`config.mk`:
```
export PLATFORM = sky130hd
export DESIGN_NAME = activeListExecState
export DESIGN_NICKNAME = d
export VERILOG_FILES = /design/src/common/fpWbPkg.sv /design/src/activeListExecState.sv
export SDC_FILE = /design/constraint.sdc
export NUM_CORES = 1
export LEC_CHECK = 0
export BUFFER_PORTS_ARGS = -buffer_cell sky130_fd_sc_hd__buf_2
export CORE_AREA = 8 8 76 78
export DETAILED_ROUTE_END_ITERATION = 12
export DIE_AREA = 0 0 84 86
export PLACE_DENSITY = 0.79
export SLEW_MARGIN = 15
export SYNTH_ARGS = -nofsm -noshare
export SYNTH_HDL_FRONTEND = slang
export SYNTH_SLANG_ARGS = --single-unit
```
`constraint.sdc`:
```
create_clock -name ctrl -period 2.9 [get_ports ctrl]
set_input_delay 0.58 -clock ctrl [delete_from_list [all_inputs] [get_ports ctrl]]
set_output_delay 0.58 -clock ctrl [all_outputs]
set_load 0.03 [all_outputs]
```
`src/common/fpWbPkg.sv`:
```
// FP write-back shared definitions
// Widths, counts, result and recovery structs and the active list
// execution state used by the write stage, register file and active list

package fpWbPkg;

    // Results handled per cycle
    localparam int ISSUE_WIDTH = 2;

    // Physical FP register file
    localparam int PHY_REG_NUM  = 64;
    localparam int PHY_REG_BITS = 6;

    // Active list
    localparam int AL_ENTRY_NUM = 32;
    localparam int AL_PTR_BITS  = 5;

    // FP data path
    localparam int FLEN = 64;

    typedef logic [PHY_REG_BITS-1:0] phyRegNum;
    typedef logic [AL_PTR_BITS-1:0]  alPtr;
    typedef logic [FLEN-1:0]         fpData;

    // Per-entry state kept in the active list
    typedef enum logic {
        EXEC_NOT_FINISHED = 1'b0,
        EXEC_SUCCESS      = 1'b1
    } execState;

    // One issued result from an FP execution pipe
    typedef struct packed {
        logic     valid;
        logic     writeReg;
        phyRegNum phyDst;
        alPtr     alIndex;
        logic     dataValid;
        fpData    data;
    } fpResult;

    // Selective flush range with inclusive head and exclusive tail
    typedef struct packed {
        logic inRecovery;
        alPtr flushHead;
        alPtr flushTail;
    } recoveryInfo;

endpackage : fpWbPkg

```
`src/activeListExecState.sv`:
```
// Active list execution state array
// One state per entry, cleared on allocation and updated by
// completion writes; a query port reads it combinationally

`timescale 1ns/10ps

module activeListExecState
    import fpWbPkg::*;
(
    input  logic     ctrl,
    input  logic     rst,
    input  logic     allocValid,
    input  alPtr     allocIndex,
    input  logic     we      [ISSUE_WIDTH],
    input  alPtr     wrIndex [ISSUE_WIDTH],
    input  execState wrState [ISSUE_WIDTH],
    input  alPtr     queryIndex,
    output execState queryState
);

    execState state [AL_ENTRY_NUM];

    always_ff @(posedge ctrl) begin
        if (rst) begin
            for (int e = 0; e < AL_ENTRY_NUM; e++) begin
                state[e] <= EXEC_NOT_FINISHED;
            end
        end else begin
            if (allocValid) begin
                state[allocIndex] <= EXEC_NOT_FINISHED;
            end
            // Completions go after allocation
            for (int i = 0; i < ISSUE_WIDTH; i++) begin
                if (we[i]) begin
                    state[wrIndex[i]] <= wrState[i];
                end
            end
        end
    end

    assign queryState = state[queryIndex];

    // An entry cannot be allocated while one of its results is writing back
    for (genvar i = 0; i < ISSUE_WIDTH; i++) begin : gAllocCheck
        assert property (@(posedge ctrl) disable iff (rst)
            !(allocValid && we[i] && (wrIndex[i] == allocIndex)))
        else $error("allocation collides with completion on slot %0d", i);
    end

endmodule : activeListExecState

```
After elaboration in Yosys (flattened, before gate mapping). Memories as Yosys holds them, arrays and structs flattened. Cells that the tools add are included.

Mux-type cells: 20. Reduce and logical (&&, ||, !) cells: 3.

Operator list (count): $mux 1 (17); $mux 5 (3); $reduce_or 1->1 (3).

Register bits: 0. RAM bits: 32. Input bits: 27. Output and inout bits: 1. Logic and storage cells: 24. Memories: 1.

Memory list: state (words 32, width 1, rd ports 1, clocked after memory_dff 0, wr ports 32, line activeListExecState.sv:21) `execState state [AL_ENTRY_NUM];`.

Depth between registers and ports, before layout.
Word-level depth: 5. Depth in mapped cells: 7. Gate-level depth less buffers: 5.

Worst setup path before layout. No wires, ideal clock.

Path type: in2out. From: input queryIndex[1]. To: output queryState. Arrival time: 1.720 ns. Data required time: 2.320 ns. Slack: 0.600 ns. Stages: 7. Buffers on the path: 2. Path through: buf_2 buf_6 mux2i_1 a22oi_1 nand3_1 nand2_1 a311o_1.

Word-level cells in the longest chain between the ends: 1.

Ends and longest elaborated chain: from (decl) (line activeListExecState.sv:17) `input alPtr queryIndex,`; $mem_v2 32x1; to (decl) (line activeListExecState.sv:18) `output execState queryState`.

Every way passes these cells.

Worst setup path after layout. Same ends and word-level chain as after synthesis.

==> flow_summary_export.csv <==
group,metric,value,unit
yosys,ys_ff_latch,32,
yosys,synth_cell_types,40,
die,initial_core_util,58.9,%
clocking,clock_sinks,32,
die,die_h,86,um
yosys,synth_area_leader_cell,"edfxtp_1",
clocking,clock_path_buffers,2,
critical_path,crit_required,2.32,ns
critical_path,cpLargestDelayFamily,"buffers and inverters",
status,outcome,"finished, final reports clean",
placed_design,port_buffers,27,
global_route,grt_max_degree,41,
yosys,syn_area,0.00271,mm^2
die,die-area,0.00722,mm^2
detailed_routing,drc,0,
pwr,total_power,1.06,mW
pwr,leakage,0.961,nW
yosys,yosysWarnings,0,
clocking,cts-resized-gates,0,
die,ioPinCount,28,
detailed_routing,vias,2750,
final_layout,layout.cells.most_common,"nor2_1",
yosys,synthXorXnorAreaFrac,0,%
global_route,track_usage,22.7,%
global_route,grt_pass1_vias,2686,
detailed_routing,drt_pass1_iterations,5,
yosys,synth_fp_nets,344,
global_route,overflow,0,
worst_hold_path,hold_path_class,"in2reg",
sta,rsz0062_at_grt,"false",
final_layout,final_cell_mix,"46 x nor2_1, 45 x nand2_1, 32 x o31ai_1, 32 x edfxtp_1, 27 x buf_2",
placed_design,placed_area,0.00282,mm^2
clocking,numCtsBuffers,5,
yosys,synth_simple_gate_area_share,33.0,%
critical_path,cp.arrival,2.02,ns
detailed_routing,drtIter0Drc,294,
final_layout,fin_area,0.00290,mm^2
sta,setup_viol,0,
sta,fmax,384,MHz
sta,timing_max_transition_violations_final,0,
clocking,clk_pin_slew,0.07,ns
final_layout,final_layout_size_suffix_gt1_share,17.7,%
final_layout,syn_to_final_growth,7.12,%
final_layout,largest_register_ffs,32,
final_layout,fin_nets,361,
sta,maxSlewHeadroom,59.8,%
yosys,synth_top_family_by_area,"simple AND/OR/NAND/NOR gates",
clocking,cts_tree,"built",
sta,post-route-period-util,89.7,%
critical_path,slowest_delay,0.38,ns
placed_design,place_ws,0.312,ns
yosys,synth_compound_area_share,21.3,%
pwr,power.density,367,mW/mm^2
clocking,post_cts.repair.setup_buffers,0,
die,die_w,84,um
clocking,cts-root-buf,"clkbuf_8",
critical_path,critPathCaptureType,"output pin",
placed_design,hpwl,5670,um
sta,worst_pin_slew,0.603,ns
critical_path,crit_chain,"buf_2 -> mux2i_1 -> a22oi_1 -> nand4b_1 -> a21oi_1 -> a311o_1 -> buf_2",
sta,fin_ws,0.298,ns
final_layout,regMostFlops,"state",
global_route,antenna_found_initial,0,
yosys,ys_top_cells_by_area,"edfxtp_1 36%, o31ai_1 8.9%, nor2_1 6.4%, nand2_1 6.2%, mux2i_1 5.9%",
yosys,synth_top_area_share,35.5,%
sta,holdWs,0.845,ns
clocking,postCtsHoldBufs,0,
yosys,syn_area_per_cell,8.54,um^2
sta,tns,0,ns
global_route,grt_pass1_wl,13300,um
detailed_routing,routed_wl,8100,um
critical_path,slowest_stage,"buf_2",
die,core_area,0.00460,mm^2
critical_path,cp_common_cell,"buf_2",
detailed_routing,avgViaCountPerCell,7.09,
critical_path,crit_path_max_fanout,16,
run,drv_cap,0,
detailed_routing,ant_nets,0,
yosys,synth_fa_ha_area_share,0,%
pwr,vdd_drop_max,0.202,mV
clocking,htree_levels,2,
final_layout,top_regs,"state: 32 flops",
yosys,synthMuxAreaShare,5.92,%
critical_path,crit_type,"in2out",
yosys,ys_seq_area_share,35.5,%
sta,finalHoldViolations,0,
yosys,netlist_instances,317,
sta,period_minus_slack,2.60,ns
placed_design,place_congestion,0.952,
critical_path,cp_num_buf_inv,2,
detailed_routing,wl_per_cell,20.9,um
die,rows,25,
critical_path,cp-start-kind,"input pin",
final_layout,diodes,0,
[final timing paths]
check                          from                  end  slack, ns  cells past startpoint
worst min-delay path     wrState[1]  state[29]$_DFFE_PP_       0.85                      3
worst max-delay path  queryIndex[1]           queryState       0.30                      7
[logic make-up (layout without fill, tap and decap cells)]
family / Yosys count / after routing
AO/OA/AOI/OAI: 82 / 82
buffers and inverters: 21 / 38
flip-flops: 32 / 32
multiplexers: 16 / 16
AND/OR/NAND/NOR: 166 / 166
[power by group]
part / switching (mW) / leakage (nW) / internal (mW)
combinational: 0.134 / 0.616 / 0.0727
sequential: 0.0114 / 0.306 / 0.537
clock: 0.149 / 0.0391 / 0.158
[per-layer routing]
layer | part of all wire [%] | vias to the layer above | global-route usage (%)
met3 | 11 | 40 | 4.36
met5 | 0 | - | 0
met1 | 40 | 1245 | 28.9
li1 | - | 1262 | -
met2 | 43 | 203 | 34.0
met4 | 5.3 | 0 | 15.5
[stage by stage]
| step | std cells | utilization (%) |
|---|---|---|
| 6_report | 388 | 63.0 |
| 5_1_grt | 388 | 63.0 |
| 4_1_cts | 388 | 63.0 |
| 3_5_place_dp | 381 | 61.4 |
| 3_3_place_gp | 381 | 61.4 |
| 2_1_floorplan | 317 | - |
[worst min-delay path, cell delays in order]
cell and delay (ns):
buf_2 0.15, nand2_4 0.14, o31ai_1 0.09
[Yosys cell counts, drive strengths merged]
| library cell | instances |
|---|---|
| nor2 | 52 |
| nand2 | 51 |
| edfxtp | 32 |
| o31ai | 32 |
| or3 | 18 |
| a21oi | 17 |
| mux2i | 16 |
| o221ai | 14 |
| o22ai | 13 |
| buf | 12 |
| clkbuf | 9 |
| nand3b | 7 |
| nand3 | 6 |
| or3b | 6 |
| or4 | 5 |
| a22oi | 4 |
| nand2b | 3 |
| nand4b | 3 |
| nor2b | 3 |
| or2 | 3 |
| and2 | 2 |
| nand4bb | 2 |
| a211oi | 1 |
| a311o | 1 |
| and3 | 1 |
| and3b | 1 |
| nor3 | 1 |
| nor3b | 1 |
| or4b | 1 |
[layout make-up]
type / count / area (um^2)
sequential: 32 / 961
tap: 54 / 67.6
multi-input combinational: 264 / 1630
fill: 401 / 1700
clock buffer: 5 / 68.8
clock inverter: 2 / 7.51
timing repair buffer: 31 / 165
Power figures use the tool's default switching activity.
