**src/common/fpWbPkg.sv**
```systemverilog
// FP write-back shared definitions
// Widths, counts, result and recovery structs and the active list
// execution state used by the write stage, register file and active list

package fpWbPkg;

    // Results handled per cycle
    localparam int ISSUE_WIDTH = 2;

    // Physical FP register file
    localparam int PHY_REG_NUM  = 64;
    localparam int PHY_REG_BITS = 6;

    // Active list
    localparam int AL_ENTRY_NUM = 32;
    localparam int AL_PTR_BITS  = 5;

    // FP data path
    localparam int FLEN = 64;

    typedef logic [PHY_REG_BITS-1:0] phyRegNum;
    typedef logic [AL_PTR_BITS-1:0]  alPtr;
    typedef logic [FLEN-1:0]         fpData;

    // Per-entry state kept in the active list
    typedef enum logic {
        EXEC_NOT_FINISHED = 1'b0,
        EXEC_SUCCESS      = 1'b1
    } execState;

    // One issued result from an FP execution pipe
    typedef struct packed {
        logic     valid;
        logic     writeReg;
        phyRegNum phyDst;
        alPtr     alIndex;
        logic     dataValid;
        fpData    data;
    } fpResult;

    // Selective flush range with inclusive head and exclusive tail
    typedef struct packed {
        logic inRecovery;
        alPtr flushHead;
        alPtr flushTail;
    } recoveryInfo;

endpackage : fpWbPkg

```
**src/fpRegWrite/flushRangeDetector.sv**
```systemverilog
// Selective flush detector
// Flags an active list pointer that falls inside the circular
// flush range while recovery is in progress

`timescale 1ns/10ps

module flushRangeDetector
    import fpWbPkg::*;
(
    input  recoveryInfo recovery,
    input  alPtr        index,
    output logic        flush
);

    logic afterHead;
    logic beforeTail;
    logic wraps;

    always_comb begin
        afterHead  = (index >= recovery.flushHead);
        beforeTail = (index < recovery.flushTail);
        wraps      = (recovery.flushHead > recovery.flushTail);

        if (!recovery.inRecovery) begin
            flush = 1'b0;
        end else if (wraps) begin
            // Range runs past the last entry back to zero
            flush = afterHead || beforeTail;
        end else begin
            // Equal head and tail leaves nothing in range
            flush = afterHead && beforeTail;
        end
    end

endmodule : flushRangeDetector

```
**src/fpRegWrite/fpRegWriteStage.sv**
```systemverilog
// FP register write stage
// Holds the issued FP results for one cycle and turns the survivors
// into register file writes and active list completion writes

`timescale 1ns/10ps

module fpRegWriteStage
    import fpWbPkg::*;
(
    input  logic        ctrl,
    input  logic        rst,
    input  logic        stall,
    input  logic        clear,
    input  fpResult     results [ISSUE_WIDTH],
    input  recoveryInfo recovery,
    output logic        regWe   [ISSUE_WIDTH],
    output phyRegNum    regNum  [ISSUE_WIDTH],
    output fpData       regData [ISSUE_WIDTH],
    output logic        alWe    [ISSUE_WIDTH],
    output alPtr        alIndex [ISSUE_WIDTH],
    output execState    alState [ISSUE_WIDTH]
);

    fpResult pipeReg [ISSUE_WIDTH];
    logic    flush   [ISSUE_WIDTH];
    logic    update  [ISSUE_WIDTH];

    // Stage register holding one result per slot
    always_ff @(posedge ctrl) begin
        if (rst) begin
            for (int i = 0; i < ISSUE_WIDTH; i++) begin
                pipeReg[i].valid <= 1'b0;
            end
        end else if (!stall) begin
            pipeReg <= results;
        end
    end

    // One flush check per slot against this cycle's recovery range
    for (genvar i = 0; i < ISSUE_WIDTH; i++) begin : gFlush
        flushRangeDetector i_flushRangeDetector (
            .recovery (recovery),
            .index    (pipeReg[i].alIndex),
            .flush    (flush[i])
        );
    end

    always_comb begin
        for (int i = 0; i < ISSUE_WIDTH; i++) begin
            update[i] = pipeReg[i].valid && !stall && !clear && !flush[i];

            // Register file port
            regWe[i]   = update[i] && pipeReg[i].writeReg;
            regNum[i]  = pipeReg[i].phyDst;
            regData[i] = pipeReg[i].data;

            // Active list completion port
            alWe[i]    = update[i];
            alIndex[i] = pipeReg[i].alIndex;
            if (pipeReg[i].dataValid) begin
                alState[i] = EXEC_SUCCESS;
            end else begin
                alState[i] = EXEC_NOT_FINISHED;
            end
        end
    end

    // Rename never hands the same destination to two results in flight together
    for (genvar i = 0; i < ISSUE_WIDTH; i++) begin : gDstCheckA
        for (genvar j = i + 1; j < ISSUE_WIDTH; j++) begin : gDstCheckB
            assert property (@(posedge ctrl) disable iff (rst)
                !(regWe[i] && regWe[j] && (regNum[i] == regNum[j])))
            else $error("slots %0d and %0d write the same FP register", i, j);
        end
    end

endmodule : fpRegWriteStage

```
**config.mk**
```make
export PLATFORM = sky130hd
export DESIGN_NAME = fpRegWriteStage
export DESIGN_NICKNAME = d
export VERILOG_FILES = /design/src/common/fpWbPkg.sv /design/src/fpRegWrite/flushRangeDetector.sv /design/src/fpRegWrite/fpRegWriteStage.sv
export SDC_FILE = /design/constraint.sdc
export NUM_CORES = 1
export LEC_CHECK = 0
export ABC_AREA = 1
export BUFFER_PORTS_ARGS = -buffer_cell sky130_fd_sc_hd__buf_2
export CAP_MARGIN = 15
export CORE_AREA = 2 2 125 127
export CTS_BUF_LIST = sky130_fd_sc_hd__clkbuf_4 sky130_fd_sc_hd__clkbuf_8 sky130_fd_sc_hd__clkbuf_16
export DETAILED_ROUTE_END_ITERATION = 16
export DIE_AREA = 0 0 127 129
export GPL_ROUTABILITY_DRIVEN = 1
export PLACE_DENSITY = 0.78
export REMOVE_ABC_BUFFERS = 1
export SLEW_MARGIN = 20
export SYNTH_ARGS = -nofsm -noshare
export SYNTH_HDL_FRONTEND = slang
export SYNTH_SLANG_ARGS = --single-unit
```
**constraint.sdc**
```tcl
create_clock -name ctrl -period 13.7 [get_ports ctrl]
set_input_delay 2.74 -clock ctrl [delete_from_list [all_inputs] [get_ports ctrl]]
set_output_delay 2.74 -clock ctrl [all_outputs]
set_load 0.01 [all_outputs]
```
After elaboration in Yosys (flattened, before gate mapping)
Index checks and enable logic that the tools add are counted.
{"block": "totals", "reg_bits": 156, "word_cells": 42}
{"block": "op_classes", "magnitude_cmp": 5, "muxes": 6, "n_bitwise": 2, "n_reduce_logical": 17}
{"cell": "$ge A5 B5 Y1", "n": 2}
{"cell": "$logic_and A1 B1 Y1", "n": 10}
{"cell": "$lt A5 B5 Y1", "n": 2}
{"cell": "$mux W1", "n": 6}
{"cell": "$gt A5 B5 Y1", "n": 1}
{"cell": "$logic_not A1 Y1", "n": 4}
{"cell": "$logic_or A1 B1 Y1", "n": 2}
{"cell": "$not A1 Y1", "n": 2}
{"cell": "$reduce_and A2 Y1", "n": 1}

Longest topological paths before layout
Gate-level depths: netlist (run 1).
{"block": "depth", "depth_word": 7, "mapped_depth": 12, "ltp_nobuf": 12}

Modules after synthesis
Synthesis (run 1) repeated with hierarchy kept, for this count alone.
{"block": "hier_totals", "hier_cells": 467, "area_unflattened_um2": 6710.2}
{"mod": "fpRegWriteStage", "n_inst": 1, "cells_per_inst": 329, "area_each_um2": 5899.4, "seq_area_each_um2": 4664.5}
{"mod": "flushRangeDetector", "n_inst": 2, "cells_per_inst": 69, "area_each_um2": 405.4, "seq_area_each_um2": 0.0}

Worst setup path after synthesis (run 1)
Ideal clock, no wire load.
{"block": "synth_path", "kind": "input to register", "from": "input rst", "to": "register pipeReg (netlist bit alIndex[0]) (enable)", "setup_time_ns": 0.672, "arrival_time_ns": 9.141, "required_time_ns": 13.028, "setup_slack_ns": 3.887, "path_stages": 1, "n_path_buf": 0, "path_cell_list": "nor2_1"}
{"block": "synth_via", "elab_chain_cells": 2}
{"element": "from (decl)", "line_no": "fpRegWriteStage.sv:11", "source": "input logic rst,"}
{"element": "$not A1 Y1 (no source line)"}
{"element": "$reduce_and A2 Y1 (no source line)"}
{"element": "to (signal assigned)", "line_no": "fpRegWriteStage.sv:35", "source": "pipeReg <= results;"}
{"element": "to (decl)", "line_no": "fpRegWriteStage.sv:24", "source": "fpResult pipeReg [ISSUE_WIDTH];"}
No other way between the ends.
A chain may end at the register's enable or synchronous reset.

==> results of run 1 <==
==> sequential cells by signal (all words and copies together) (netlist names) <==
| signal | cells |
|---|---|
| pipeReg | 6 |
| regData | 128 |
| regNum | 12 |
| alIndex | 10 |
==> cell usage in the layout, fill, tap and decap left out <==
cell	instances
clkinvlp_4	3
buf_4	2
a21oi_1	9
clkinv_4	2
clkinv_1	2
nand2_2	1
edfxtp_1	154
clkbuf_16	17
bufinv_16	1
clkbuf_4	1
diode_2	2
nor2_2	1
inv_8	2
inv_1	30
nand3_2	1
ha_1	23
clkinv_8	1
nor2_1	14
inv_6	5
dfxtp_1	2
buf_2	326
nand2_1	54
nand3_1	7
nor2_4	1
==> cell type report <==
type,count,area share [%]
antenna,2,0.0632
clock buffer,18,5.47
clock inverter,14,1.93
inverter,32,1.52
multi-input combinational,111,8.30
sequential,156,58.9
tap,188,2.97
timing repair buffer,328,20.8
==> cell families after synthesis <==
| logic type | share of synthesized area, % |
|---|---|
| AO/OA/AOI/OAI | 0.685 |
| adder cells (fa/ha/maj) | 4.38 |
| buffers and inverters | 19.2 |
| flip-flops | 70.9 |
| AND/OR/NAND/NOR | 4.81 |
==> worst paths after layout <==
kind,start,endpoint,slack (ps),cells after the start
worst max-delay path,recovery[9],regWe[1],6940,11
worst min-delay path,pipeReg[77]$_SDFFE_PP0N_,pipeReg[77]$_SDFFE_PP0N_,460,2
worst max register to register,pipeReg[155]$_SDFFE_PP0N_,pipeReg[155]$_SDFFE_PP0N_,13120,2
worst min register to register,pipeReg[77]$_SDFFE_PP0N_,pipeReg[77]$_SDFFE_PP0N_,460,2
==> metrics by stage <==
stage	setup WS, ps	hold slack [ps]	instance area, sq um	power [uW]	utilization, %
finish	6940	463	7910	1130	52.8
global placement	6970	443	7320	684	48.9
CTS	6940	461	7910	1150	52.8
detailed placement	6950	451	7320	688	48.9
floorplan	3890	430	5430	627	-
global route	6770	488	7910	1180	52.8
==> worst min-delay path: stages (launching register included) <==
cell	delay [ps]
dfxtp_1	310
nand2_1	50
a21oi_1	60
==> routing by layer <==
metal	wire length, um	global-route usage (%)	part of all wire [%]
met1	4690	17.1	34
met2	7580	30.0	54
met3	1450	7.78	10
met4	245	7.43	1.8
met5	0	0	0
==> power by group <==
group          switching (uW)  internal, uW
Clock                     198           259
Sequential               9.12           561
Combinational            60.2          46.4
==> flow_metrics.env, run 1 <==
export IMPL_synth_edf_count=154
export IMPL_synth_most_common_cell="edfxtp_1"
export IMPL_dr_pass1_iters=4
export IMPL_overflow=0
export IMPL_drive_gt1_share_pct=55.2
export IMPL_cts_tree="yes"
export IMPL_core_area_sq_um=15000
export IMPL_cts_sinks=156
export IMPL_nFillCells=1285
export IMPL_drtIter0Drc=159
export IMPL_synth_area_per_cell_sq_um=14.6
export IMPL_timing_final_crit_share_pct=49.4
export IMPL_crit_top_cell="nand2_1"
export IMPL_ioPinCount=327
export IMPL_hold_viol=0
export IMPL_clk_pin_slew_worst_paths_ps=60
export IMPL_synth_seq_cells=156
export IMPL_synthDistinctLibCells=13
export IMPL_synthTopCellsByCount="edfxtp_1, buf_4, nand2_1, inv_1, ha_1"
export IMPL_root_buffer="clkbuf_16"
export IMPL_worst_clock_skew_ps=0
export IMPL_hpwl_um=11000
export IMPL_vias=3695
export IMPL_track_usage_pct=16.9
export IMPL_cp_max_fo=3
export IMPL_vias_per_cell=4.35
export IMPL_cp_top_family="simple AND/OR/NAND/NOR gates"
export IMPL_cts_buffer_depth=2
export IMPL_cp_required_ps=10960
export IMPL_area_growth_pct=20.4
export IMPL_synth_area_top_cells="edfxtp_1, buf_4, ha_1"
export IMPL_yosysSeqAreaShare_pct=70.9
export IMPL_synth_ff_type="edfxtp_1"
export IMPL_antenna_found_initial=2
export IMPL_synthCells=451
export IMPL_slew_viol_final=0
export IMPL_die_h_um=129
export IMPL_cpMaxStageDelayCell="ha_1"
export IMPL_grt_start_max_net_pins=82
export IMPL_worst_skew_pair_late_latency_ps=410
export IMPL_routedWlPerCell_um=16.4
export IMPL_hold_path_class="reg2reg"
export IMPL_grt_pass1_vias=3829
export IMPL_p_per_area_nw_per_um2=143
export IMPL_cts_buffers=17
export IMPL_regArea_sq_um=4660
export IMPL_critPathLaunchType="input port"
export IMPL_routed_wl_um=14000
export IMPL_slew_headroom_pct=32.8
export IMPL_rows=45
export IMPL_post_cts_setup_buffers=0
export IMPL_ir_drop_mv=0.0999
export IMPL_crit_chain="buf_2 > inv_1 > ha_1 > a21oi_1 > nand2_1 > nor2_1 > a21oi_1 > nand2_1 > nand2_1 > nor2_1 > buf_2"
export IMPL_fin_crit_ps=6760
export IMPL_endpoint_kind="primary output"
export IMPL_drv_cap=0
export IMPL_crit_type="in2out"
export IMPL_arrival_ps=4020
export IMPL_synth_largest_area_cell="edfxtp_1"
export IMPL_status="complete, no violations"
export IMPL_die_width_um=127
export IMPL_grt_pass1_wl_um=20000
export IMPL_tightest_slew_ps=1010
export IMPL_drc_errors=0
export IMPL_async_reset_ff_share_pct=0
export IMPL_cts_hold_buf=0
export IMPL_worst_path_buf_inv=3
export IMPL_synth_top_cell_area_share_pct=70.3
export IMPL_slowest_delay_ps=320
export IMPL_fp_dieArea_sq_um=16400
export IMPL_rsz0062_at_grt="false"
export IMPL_nets=840
export IMPL_cts_resized=0
export IMPL_max_clock_freq_ghz=0.148
export IMPL_p_leak_uw=0.00358
export IMPL_multi_input_area_sq_um=657
export IMPL_fin_setup_tns_ps=0
export IMPL_synth_warnings=0
export IMPL_cts_max_level=4
export IMPL_finalSetupViolCount=0
export IMPL_initial_core_util_pct=43.9
export IMPL_netlist_area_sq_um=6580
export IMPL_stdcell_count=849
export IMPL_drtAntennaViolNets=0
export IMPL_placed_cells=815
export IMPL_portBuffers=326
export IMPL_gp_congestion=0.824
(Power assumes the default switching activity.)
==> inputs of run 2 (changes only) <==
Settings changed: CORE_AREA 2 2 125 127 to 2 2 127 129, DIE_AREA 0 0 127 129 to 0 0 129 131, PLACE_DENSITY 0.78 to 0.76.
Clock period 13.7 ns to 6.3 ns, I/O delays scaled along.
==> run 2 against run 1 <==
Net effect:
- setup slack lost 4400 ps
- clock skew unchanged
- sequential share of layout area is 0.13 points lower
- largest power group unchanged
- wire length decreased by 0.97%
- final area grew 0.22%
- clock power up 110%
- non-clock buffer count grew 1
- final cell count increased by 3.4%
- sequential cell count stayed put
- sequential power rose by 120%
==> flow_metrics.env, run 2 (synthesis gave the netlist of run 1 again) <==
export IMPL_status="complete, no violations"
export IMPL_placed_cell_area_sq_um=7370
export IMPL_hold_path_class="reg2reg"
export IMPL_cts_max_level=4
export IMPL_endpoint_kind="primary output"
export IMPL_dp_worst_setup_slack_ps=2520
export IMPL_drive_gt1_share_pct=55.2
export IMPL_fin_ws_ps=2510
export IMPL_tightest_slew_ps=890
export IMPL_hpwl_um=11000
export IMPL_hold_viol=0
export IMPL_fin_setup_tns_ps=0
export IMPL_slew_headroom_pct=40.7
export IMPL_switching_share_pct=23.9
export IMPL_max_clock_freq_ghz=0.264
export IMPL_cts_hold_buf=0
export IMPL_finalPower_uw=2420
export IMPL_die_h_um=131
export IMPL_crit_type="in2out"
export IMPL_power_share_clock_pct=39.4
export IMPL_grt_start_max_net_pins=73
export IMPL_p_per_area_nw_per_um2=306
export IMPL_area_growth_pct=20.6
export IMPL_worst_skew_pair_late_latency_ps=410
export IMPL_layout_common_cells="buf_2, edfxtp_1, nand2_1"
export IMPL_cp_required_ps=5040
export IMPL_vias=3735
export IMPL_drv_cap=0
export IMPL_track_usage_pct=16.3
export IMPL_intPower_uw=1840
export IMPL_die_width_um=129
export IMPL_fin_crit_ps=3790
export IMPL_rsz0062_at_grt="false"
export IMPL_timing_final_crit_share_pct=60.2
export IMPL_cp_max_fo=3
export IMPL_root_buffer="clkbuf_16"
export IMPL_ir_drop_mv=0.233
export IMPL_routed_wl_um=13800
export IMPL_antenna_found_initial=4
export IMPL_worst_clock_skew_ps=0
export IMPL_nFillCells=1405
export IMPL_critPathLaunchType="input port"
export IMPL_portBuffers=326
export IMPL_drtIter0Drc=124
export IMPL_largest_reg_flops=128
export IMPL_p_sw_uw=580
export IMPL_fp_dieArea_sq_um=16900
export IMPL_rows=46
export IMPL_slew_viol_final=0
export IMPL_core_area_sq_um=15600
export IMPL_clk_pin_slew_worst_paths_ps=60
export IMPL_gp_congestion=0.870
export IMPL_cts_sinks=156
export IMPL_p_leak_uw=0.00358
export IMPL_p_seq_share_pct=51.1
export IMPL_initial_core_util_pct=42.2
export IMPL_overflow=0
export IMPL_dr_pass1_iters=4
export IMPL_ioPinCount=327
export IMPL_routedWlPerCell_um=15.7
export IMPL_arrival_ps=2530
export IMPL_vias_per_cell=4.25
export IMPL_grt_pass1_vias=3828
export IMPL_final_cell_area_sq_um=7930
export IMPL_finalSetupViolCount=0
export IMPL_cts_resized=0
export IMPL_drc_errors=0
export IMPL_cts_buffers=17
export IMPL_combPwrFrac_pct=9.6
export IMPL_grt_pass1_wl_um=19700
export IMPL_nets=841
export IMPL_post_cts_setup_buffers=0
export IMPL_cts_buffer_depth=2
export IMPL_cts_tree="yes"
export IMPL_layout_commonest_cell="buf_2"
export IMPL_drtAntennaViolNets=0
## run 2: cell count changes in the layout (fill, tap and decap cells not counted)
cell,delta
clkinv_4,+1
clkinvlp_4,-1
bufinv_16,-1
buf_4,+1
clkinv_1,+1
## run 2: critical path: stages
cell	delay (ps)
buf_2	70
inv_1	60
ha_1	310
nand2_1	100
inv_1	40
nand2_1	80
nand2_1	60
nor2_1	110
nand2_1	50
nand2_1	50
nand2_1	70
nand2_1	90
nor2_1	40
buf_2	130
## run 2: per-layer routing
metal  GRT usage, %  routed length, um  vias up
met5              0                 30        -
met4           7.16                350        4
met3           9.28               1390       32
met1           16.9               4800     1746
li1               -                  -     1776
met2           27.0               7260      177
## run 2: final timing paths
path                                                from                       end  slack [ps]  depth (start not counted)
worst max register to register  pipeReg[77]$_SDFFE_PP0N_  pipeReg[77]$_SDFFE_PP0N_        5730                          2
worst min-delay path            pipeReg[77]$_SDFFE_PP0N_  pipeReg[77]$_SDFFE_PP0N_         460                          2
worst max-delay path                         recovery[4]                  regWe[1]        2510                         14
worst min register to register  pipeReg[77]$_SDFFE_PP0N_  pipeReg[77]$_SDFFE_PP0N_         460                          2
## run 2: layout make-up
cell class	count	area (sq um)	area share [%]
Timing Repair Buffer	329	1650	20.9
Clock inverter	14	128	1.61
Clock buffer	18	433	5.46
Multi-Input combinational cell	111	657	8.28
Sequential cell	156	4660	58.8
Tap cell	216	270	3.41
Antenna cell	2	5.00	0.0631
Inverter	32	120	1.51
## run 2: power by group through the flow
stage,registers [uW],clock network (uW),logic (uW)
after floorplan,1310,0,57.2
after global placement,1260,0,230
after detailed placement,1260,0,234
after CTS,1240,980,235
after global routing,1250,1020,257
final,1240,954,232
## run 2: through the flow
step	cells	util [%]	hold WS, ps
2_1_floorplan	299	-	430
4_1_cts	876	50.8	460
5_1_grt	878	50.9	472
6_report	878	50.9	459
3_5_place_dp	844	47.2	451
3_3_place_gp	844	47.2	448
